==> src/sample_buffer_pkg.sv <==
`default_nettype none

package sample_buffer_pkg;

    ////////////////////////////////////////
    // Widths
    ////////////////////////////////////////

    // One output sample
    localparam int SAMPLE_W      = 16;
    // One host word, two samples
    localparam int WORD_W        = 32;
    // 64 host words
    localparam int WORD_ADDR_W   = 6;
    // 128 samples
    localparam int SAMPLE_ADDR_W = 7;
    localparam int REG_ADDR_W    = 2;

    // Receiver slots, also the credit count out of reset
    localparam int CREDIT_MAX = 4;
    localparam int CREDIT_W   = 3;

    typedef logic [SAMPLE_W-1:0]      sample_t;
    typedef logic [WORD_W-1:0]        word_t;
    typedef logic [WORD_ADDR_W-1:0]   word_addr_t;
    typedef logic [SAMPLE_ADDR_W-1:0] sample_addr_t;
    typedef logic [REG_ADDR_W-1:0]    reg_addr_t;
    typedef logic [CREDIT_W-1:0]      credit_t;

    ////////////////////////////////////////
    // Register map
    ////////////////////////////////////////
    localparam reg_addr_t REG_CTRL  = 2'd0;
    localparam reg_addr_t REG_START = 2'd1;
    localparam reg_addr_t REG_END   = 2'd2;

    // Bit positions in REG_CTRL
    localparam int CTRL_ACTIVE   = 0;
    localparam int CTRL_ONE_SHOT = 1;

    // Playback sequencer states
    typedef enum logic {
        PLAY_IDLE,
        PLAY_RUN
    } play_state_t;

endpackage

`default_nettype wire

==> src/sample_buffer_ram.sv <==
`timescale 1ns/1ps
`default_nettype none

module sample_buffer_ram (
    input  wire                                  aximm,
    input  wire                                  wr_en,
    input  wire sample_buffer_pkg::word_addr_t   wr_addr,
    input  wire sample_buffer_pkg::word_t        wr_data,
    input  wire sample_buffer_pkg::sample_addr_t rd_addr,
    output sample_buffer_pkg::sample_t           rd_data
);
    import sample_buffer_pkg::*;

    localparam int DEPTH = 1 << WORD_ADDR_W;

    word_t mem [DEPTH];
    word_t rd_word;
    logic  rd_half;

    ////////////////////////////////////////
    // Host write port
    ////////////////////////////////////////

    // Full words only, no byte enables
    always_ff @(posedge aximm) begin
        if (wr_en) begin
            mem[wr_addr] <= wr_data;
        end
    end

    ////////////////////////////////////////
    // Sample read port
    ////////////////////////////////////////

    // Word index is the sample address without its low bit
    always_ff @(posedge aximm) begin
        rd_word <= mem[rd_addr[SAMPLE_ADDR_W-1:1]];
        rd_half <= rd_addr[0];
    end

    // Even sample in the low half, odd in the high half
    always_comb begin
        if (rd_half) begin
            rd_data = rd_word[WORD_W-1:SAMPLE_W];
        end else begin
            rd_data = rd_word[SAMPLE_W-1:0];
        end
    end

endmodule

`default_nettype wire

==> src/sample_buffer_regs.sv <==
`timescale 1ns/1ps
`default_nettype none

module sample_buffer_regs (
    input  wire                                aximm,
    input  wire                                rst_n,
    input  wire                                reg_wr_en,
    input  wire sample_buffer_pkg::reg_addr_t  reg_wr_addr,
    input  wire sample_buffer_pkg::word_t      reg_wr_data,
    input  wire sample_buffer_pkg::reg_addr_t  reg_rd_addr,
    input  wire                                play_done,
    output sample_buffer_pkg::word_t           reg_rdata,
    output logic                               play_start,
    output logic                               play_stop,
    output logic                               one_shot,
    output sample_buffer_pkg::sample_addr_t    start_offset,
    output sample_buffer_pkg::sample_addr_t    end_offset
);
    import sample_buffer_pkg::*;

    logic  active;
    logic  wr_active;
    word_t rd_mux;

    // Active bit as carried by a control write
    assign wr_active = reg_wr_data[CTRL_ACTIVE];

    ////////////////////////////////////////
    // Register writes and start/stop pulses
    ////////////////////////////////////////
    always_ff @(posedge aximm) begin
        if (!rst_n) begin
            active       <= 1'b0;
            one_shot     <= 1'b0;
            start_offset <= '0;
            // Whole buffer by default
            end_offset   <= '1;
            play_start   <= 1'b0;
            play_stop    <= 1'b0;
        end else begin
            // Single cycle pulses
            play_start <= 1'b0;
            play_stop  <= 1'b0;
            // One-shot pass finished
            if (play_done) begin
                active <= 1'b0;
            end
            if (reg_wr_en) begin
                case (reg_wr_addr)
                    REG_CTRL: begin
                        active     <= wr_active;
                        one_shot   <= reg_wr_data[CTRL_ONE_SHOT];
                        // Done in the same cycle counts as already inactive
                        play_start <= (!active || play_done) && wr_active;
                        play_stop  <= active && !play_done && !wr_active;
                    end
                    REG_START: begin
                        start_offset <= reg_wr_data[SAMPLE_ADDR_W-1:0];
                    end
                    REG_END: begin
                        end_offset <= reg_wr_data[SAMPLE_ADDR_W-1:0];
                    end
                    default: ;
                endcase
            end
        end
    end

    // Readback select
    always_comb begin
        rd_mux = '0;
        case (reg_rd_addr)
            REG_CTRL: begin
                rd_mux[CTRL_ACTIVE]   = active;
                rd_mux[CTRL_ONE_SHOT] = one_shot;
            end
            REG_START: rd_mux[SAMPLE_ADDR_W-1:0] = start_offset;
            REG_END:   rd_mux[SAMPLE_ADDR_W-1:0] = end_offset;
            // Unmapped index reads zero
            default: ;
        endcase
    end

    // One cycle read latency
    always_ff @(posedge aximm) begin
        reg_rdata <= rd_mux;
    end

endmodule

`default_nettype wire

==> src/sample_buffer_top.sv <==
`timescale 1ns/1ps
`default_nettype none

module sample_buffer_top (
    input  wire                                 aximm,
    input  wire                                 rst_n,
    // Host memory write
    input  wire                                 mem_wr_en,
    input  wire sample_buffer_pkg::word_addr_t  mem_wr_addr,
    input  wire sample_buffer_pkg::word_t       mem_wr_data,
    // Host register access
    input  wire                                 reg_wr_en,
    input  wire sample_buffer_pkg::reg_addr_t   reg_wr_addr,
    input  wire sample_buffer_pkg::word_t       reg_wr_data,
    input  wire sample_buffer_pkg::reg_addr_t   reg_rd_addr,
    output sample_buffer_pkg::word_t            reg_rdata,
    // Output stream with credit return
    input  wire                                 credit_return,
    output logic                                sample_valid,
    output sample_buffer_pkg::sample_t          sample_data,
    output logic                                sample_last
);
    import sample_buffer_pkg::*;

    // Control from the register block
    logic         play_start;
    logic         play_stop;
    logic         play_done;
    logic         one_shot;
    sample_addr_t start_offset;
    sample_addr_t end_offset;

    // Read path
    logic         rd_issue;
    sample_addr_t rd_addr;
    logic         rd_last;
    sample_t      rd_data;
    logic         credit_ok;

    ////////////////////////////////////////
    // Input side
    ////////////////////////////////////////
    sample_buffer_regs regs_i (
        .aximm, .rst_n, .reg_wr_en, .reg_wr_addr, .reg_wr_data, .reg_rd_addr,
        .play_done, .reg_rdata, .play_start, .play_stop, .one_shot,
        .start_offset, .end_offset
    );

    // Buffer memory
    sample_buffer_ram ram_i (
        .aximm, .wr_en(mem_wr_en), .wr_addr(mem_wr_addr), .wr_data(mem_wr_data),
        .rd_addr, .rd_data
    );

    // Playback sequencer
    sample_playback playback_i (
        .aximm, .rst_n, .play_start, .play_stop, .one_shot, .start_offset,
        .end_offset, .credit_ok, .rd_issue, .rd_addr, .rd_last, .play_done
    );

    ////////////////////////////////////////
    // Output side
    ////////////////////////////////////////
    sample_credit_out credit_i (
        .aximm, .rst_n, .rd_issue, .rd_last, .rd_data, .credit_return,
        .credit_ok, .sample_valid, .sample_data, .sample_last
    );

endmodule

`default_nettype wire

==> src/sample_credit_out.sv <==
`timescale 1ns/1ps
`default_nettype none

module sample_credit_out (
    input  wire                             aximm,
    input  wire                             rst_n,
    input  wire                             rd_issue,
    input  wire                             rd_last,
    input  wire sample_buffer_pkg::sample_t rd_data,
    input  wire                             credit_return,
    output logic                            credit_ok,
    output logic                            sample_valid,
    output sample_buffer_pkg::sample_t      sample_data,
    output logic                            sample_last
);
    import sample_buffer_pkg::*;

    credit_t credit_cnt;
    credit_t credit_nxt;
    logic    issue_d;
    logic    last_d;

    ////////////////////////////////////////
    // Credit counter
    ////////////////////////////////////////

    // Any free receiver slot allows a read
    assign credit_ok = (credit_cnt != '0);

    always_comb begin
        credit_nxt = credit_cnt;
        case ({rd_issue, credit_return})
            // Spend one
            2'b10: credit_nxt = credit_cnt - 1'b1;
            // Return one, saturate at the slot count
            2'b01: begin
                if (credit_cnt < credit_t'(CREDIT_MAX)) begin
                    credit_nxt = credit_cnt + 1'b1;
                end
            end
            // Spend and return cancel out
            default: ;
        endcase
    end

    always_ff @(posedge aximm) begin
        if (!rst_n) begin
            credit_cnt <= credit_t'(CREDIT_MAX);
        end else begin
            credit_cnt <= credit_nxt;
        end
    end

    ////////////////////////////////////////
    // Output pipeline
    ////////////////////////////////////////

    // Flags wait one cycle for the RAM data
    always_ff @(posedge aximm) begin
        if (!rst_n) begin
            issue_d      <= 1'b0;
            last_d       <= 1'b0;
            sample_valid <= 1'b0;
            sample_last  <= 1'b0;
        end else begin
            issue_d      <= rd_issue;
            last_d       <= rd_last;
            sample_valid <= issue_d;
            sample_last  <= issue_d && last_d;
        end
    end

    // Payload register, loaded with each valid sample
    always_ff @(posedge aximm) begin
        if (issue_d) begin
            sample_data <= rd_data;
        end
    end

endmodule

`default_nettype wire

==> src/sample_playback.sv <==
`timescale 1ns/1ps
`default_nettype none

module sample_playback (
    input  wire                                  aximm,
    input  wire                                  rst_n,
    input  wire                                  play_start,
    input  wire                                  play_stop,
    input  wire                                  one_shot,
    input  wire sample_buffer_pkg::sample_addr_t start_offset,
    input  wire sample_buffer_pkg::sample_addr_t end_offset,
    input  wire                                  credit_ok,
    output logic                                 rd_issue,
    output sample_buffer_pkg::sample_addr_t      rd_addr,
    output logic                                 rd_last,
    output logic                                 play_done
);
    import sample_buffer_pkg::*;

    play_state_t  state;
    sample_addr_t ptr;
    logic         at_end;

    ////////////////////////////////////////
    // Read issue
    ////////////////////////////////////////

    // Final sample of the pass
    assign at_end = (ptr == end_offset);

    // One read per cycle while a credit is free
    // A stop blocks the read in its own cycle
    assign rd_issue = (state == PLAY_RUN) && credit_ok && !play_stop;
    assign rd_addr  = ptr;
    assign rd_last  = rd_issue && at_end;

    ////////////////////////////////////////
    // Sequencer FSM
    ////////////////////////////////////////
    always_ff @(posedge aximm) begin
        if (!rst_n) begin
            state     <= PLAY_IDLE;
            ptr       <= '0;
            play_done <= 1'b0;
        end else begin
            play_done <= 1'b0;
            case (state)
                PLAY_IDLE: begin
                    // First read comes the cycle after the start
                    if (play_start) begin
                        ptr   <= start_offset;
                        state <= PLAY_RUN;
                    end
                end
                PLAY_RUN: begin
                    if (play_start) begin
                        // Restart from the top of the range
                        ptr <= start_offset;
                    end else if (play_stop) begin
                        // Reads in flight drain through the output stage
                        state <= PLAY_IDLE;
                    end else if (rd_issue) begin
                        if (!at_end) begin
                            // Wraps through the top of the buffer by itself
                            ptr <= ptr + 1'b1;
                        end else if (one_shot) begin
                            state     <= PLAY_IDLE;
                            play_done <= 1'b1;
                        end else begin
                            // Loop mode
                            ptr <= start_offset;
                        end
                    end
                    // No credit: hold the address
                end
                default: begin
                    state <= PLAY_IDLE;
                end
            endcase
        end
    end

endmodule

`default_nettype wire

==> config.mk <==
export PLATFORM = sky130hd
export DESIGN_NAME = sample_buffer_top
export DESIGN_NICKNAME = d
export VERILOG_FILES = /design/src/sample_buffer_pkg.sv /design/src/sample_buffer_ram.sv /design/src/sample_buffer_regs.sv /design/src/sample_buffer_top.sv /design/src/sample_credit_out.sv /design/src/sample_playback.sv
export SDC_FILE = /design/constraint.sdc
export NUM_CORES = 2
export LEC_CHECK = 0
export ABC_AREA = 1
export BUFFER_PORTS_ARGS = -buffer_cell sky130_fd_sc_hd__buf_4
export CORE_MARGIN = 2
export CORE_UTILIZATION = 35
export CTS_CLUSTER_DIAMETER = 50
export DETAILED_ROUTE_END_ITERATION = 6
export HOLD_SLACK_MARGIN = 0.15
export PLACE_DENSITY = 0.47
export SYNTH_ARGS = -nofsm -noshare
export SYNTH_HDL_FRONTEND = slang
export SYNTH_HIERARCHICAL = 1
export SYNTH_SLANG_ARGS = --single-unit
==> constraint.sdc <==
create_clock -name aximm -period 7.5 [get_ports aximm]
set_clock_uncertainty 0.1 [all_clocks]
set_input_delay 1.5 -clock aximm [delete_from_list [all_inputs] [get_ports aximm]]
set_output_delay 1.5 -clock aximm [all_outputs]
set_load 0.005 [all_outputs]
==> flow_metrics.py <==
metrics = {
    "global_routing": {
        "grt_first_pass_wirelength_mm": 372,
        "grt_start_max_net_pins": 164,
        "grt_use_total_pct": 20.4,
        "antenna_found_initial": 27,
        "overflow": 0,
        "first_global_vias": 51650,
    },
    "timing": {
        "fin_crit_ns": 4.09,
        "max_freq_mhz": 244,
        "fin_crit_sh_pct": 54.6,
        "setup_violations": 0,
        "worst_pin_slew_ns": 1.19,
        "slew_viol_final": 0,
        "whs_ns": 0.316,
        "slew_headroom_pct": 20.7,
        "fin_setup_tns_ns": 0,
        "hold_violations": 0,
        "fin_ws_ns": 3.41,
        "rsz0062_at_grt": "false",
    },
    "setup_path": {
        "path_buf_inv": 3,
        "cp_max_fo": 23,
        "cpMaxStageDelayCell": "nor2_4",
        "crit_start": "mem_wr_addr[0]",
        "path_delay_family": "simple AND/OR/NAND/NOR gates",
        "r2r_start": "playback_i/rd_addr[1]",
        "cp.arrival_ns": 4.57,
        "path_cells": "buf_4, inv_1, nand4_1, nor2_4, buf_4",
        "end_kind": "flop",
        "cpMostUsedCell": "buf_4",
        "crit_path_start_kind": "primary input",
        "setup.worst_path.class": "in -> reg",
        "worst_ep_required_time_ns": 7.97,
        "max_stage_delay_ns": 1.31,
    },
    "drt": {
        "first_pass_iters": 5,
        "wirelength_mm": 260,
        "vias_per_cell": 5.21,
        "drc": 0,
        "wl_per_cell_um": 24.6,
        "ant_nets": 0,
        "drt_iter0_drc": 5303,
        "vias": 54978,
    },
    "outcome": {
        "status": "finished, final reports clean",
    },
    "placement": {
        "port_buffers": 78,
        "placedCellCount": 10082,
        "place_area_um2": 89600,
        "routabilityCongestion": 0.795,
        "hpwl_mm": 126,
        "pre_cts_ws_ns": 2.59,
    },
    "clock_network": {
        "postCtsHoldBufs": 0,
        "cts_sinks": 2138,
        "clock_latency_ns": 0.89,
        "cts.clk_slew.worst_paths_ns": 0.06,
        "post_cts_buffers": 0,
        "cts_made_buffers": 239,
        "htreeDepth": 4,
        "cts.repair.resized": 0,
        "cts-root-buf": "clkbuf_16",
        "cts_tree": "built",
        "clockBufferDepth": 3,
    },
    "hold_path": {
        "hold_start": "credit_i/last_d",
        "hold_class": "reg -> reg",
    },
    "power": {
        "power_density_nw_per_um2": 270,
        "vdd.ir_drop.worst_mv": 0.245,
        "cellLeakagePower_uw": 0.0339,
    },
    "yosys": {
        "syn_area_um2": 85700,
        "async_reset_ff_share_pct": 0,
        "syn_area_per_cell_um2": 12.0,
        "yosysWarnings": 6,
        "synth_cell_types": 32,
        "yosysSeqAreaShare_pct": 74.1,
        "synth_edf_count": 2064,
        "syn-instance-count": 7141,
        "synth_top_flop_cell": "edfxtp_1",
        "synth.ff_latch_count": 2138,
    },
    "layout": {
        "drive_above_1_share_pct": 9.07,
        "final_cell_mix": "nand2_1 (2,333), edfxtp_1 (2,064), nand3_1 (1,946), clkbuf_16 (241), buf_4 (176)",
        "layout.nets": 7206,
        "stdcell_count": 10554,
        "fillers": 22928,
        "postLayoutCellArea_um2": 97600,
        "final_common_cell": "nand2_1",
        "area_growth_pct": 13.9,
    },
    "floorplanning": {
        "rows": 181,
        "boundaryPins": 129,
        "dieArea_um2": 249000,
        "start_util_pct": 35.2,
        "coreArea_um2": 243000,
        "die_w_um": 499,
        "die_h_um": 499,
    },
    "job": {
        "maxCapViolCount": 0,
    },
}
-- registers in the layout, indices dropped and copies added, names as in the netlist, 3 cells and up --
register and flops:
ram_i/rd_word 32, playback_i/rd_addr 7, regs_i/end_offset 7, credit_i/credit_cnt 3, credit_i/sample_data 16, regs_i/start_offset 7, ram_i/mem 2048, regs_i/reg_rdata 7
-- power by group --
part	leakage, uW	total (uW)	internal (uW)	switching (uW)
Clock	0.00384	11700	6810	4900
Combinational	0.0109	1340	307	1030
Sequential	0.0192	13300	13200	50.6
Total	0.0339	26300	20300	5980
-- cell usage after synthesis, types with 2 or more instances --
master	n	area share (%)
buf_2	269	1.6
clkbuf_1	88	0.39
inv_2	7	0.031
ha_1	5	0.073
buf_8	2	0.035
nand3_1	1946	11
nand2_2	8	0.058
nor4_1	8	0.058
nand2_1	2333	10
mux2_2	16	0.21
a21oi_1	8	0.047
edfxtp_1	2064	72
nor2_1	93	0.41
nand3_2	3	0.035
dfxtp_1	74	1.7
nor2_2	9	0.066
buf_4	62	0.54
inv_1	53	0.23
buf_1	55	0.24
xor2_1	4	0.041
nand4_1	18	0.13
buf_6	6	0.079
-- per-layer routing --
| metal | vias to the layer above | part of all wire [%] | GRT usage, % |
|---|---|---|---|
| li1 | 25301 | - | - |
| met1 | 27732 | 46 | 29.4 |
| met2 | 1615 | 46 | 32.4 |
| met3 | 322 | 6.0 | 3.08 |
| met4 | 8 | 2.1 | 5.09 |
| met5 | - | 0.017 | 0 |
-- kinds of logic (layout without fill, tap and decap cells) --
logic type	count (synthesis)	in the layout	synth area share, %
DFF	2138	2138	74.1
and+or+nand+nor	4422	4422	22.4
adders and majority gates	6	6	0.0964
buffers and inverters	544	712	3.13
other	1	44	0.00438
muxes	16	16	0.210
xor gates and xnor gates	4	4	0.0409
AOI/OAI and AO/OA	10	10	0.0774
-- stage by stage --
stage / utilization [%] / total power [uW]
3_5_place_dp: 36.8 / 14900
6_report: 40.1 / 26300
2_1_floorplan: - / 14200
5_1_grt: 40.1 / 27100
3_3_place_gp: 36.8 / 14900
4_1_cts: 40.1 / 26600
-- area by class of cell --
class / count / area [um2] / share of cell area, %
timing repair buffer: 198 / 1760 / 1.81
tap: 3202 / 4010 / 4.11
inverter: 61 / 267 / 0.273
clock buffer: 306 / 6400 / 6.56
antenna: 19 / 47.5 / 0.0487
sequential: 2138 / 63500 / 65.1
clock inverter: 147 / 1500 / 1.53
multi-input combinational: 4483 / 20100 / 20.6
-- tightest hold or removal path, cell delays in order (launching register included) --
cell	delay, ns
dfxtp_1	0.30
inv_1	0.04
nor2_1	0.03
-- path summary, 6_finish.rpt --
| kind | cells past startpoint | end | slack [ns] |
|---|---|---|---|
| min | 2 | credit_i/sample_last | 0.32 |
| min reg2reg | 2 | credit_i/sample_last | 0.32 |
| max reg2reg | 10 | ram_i/rd_word[16] | 3.73 |
| max | 5 | ram_i/mem[62][10] | 3.41 |
No activity file was read; power rests on OpenSTA's default activity.
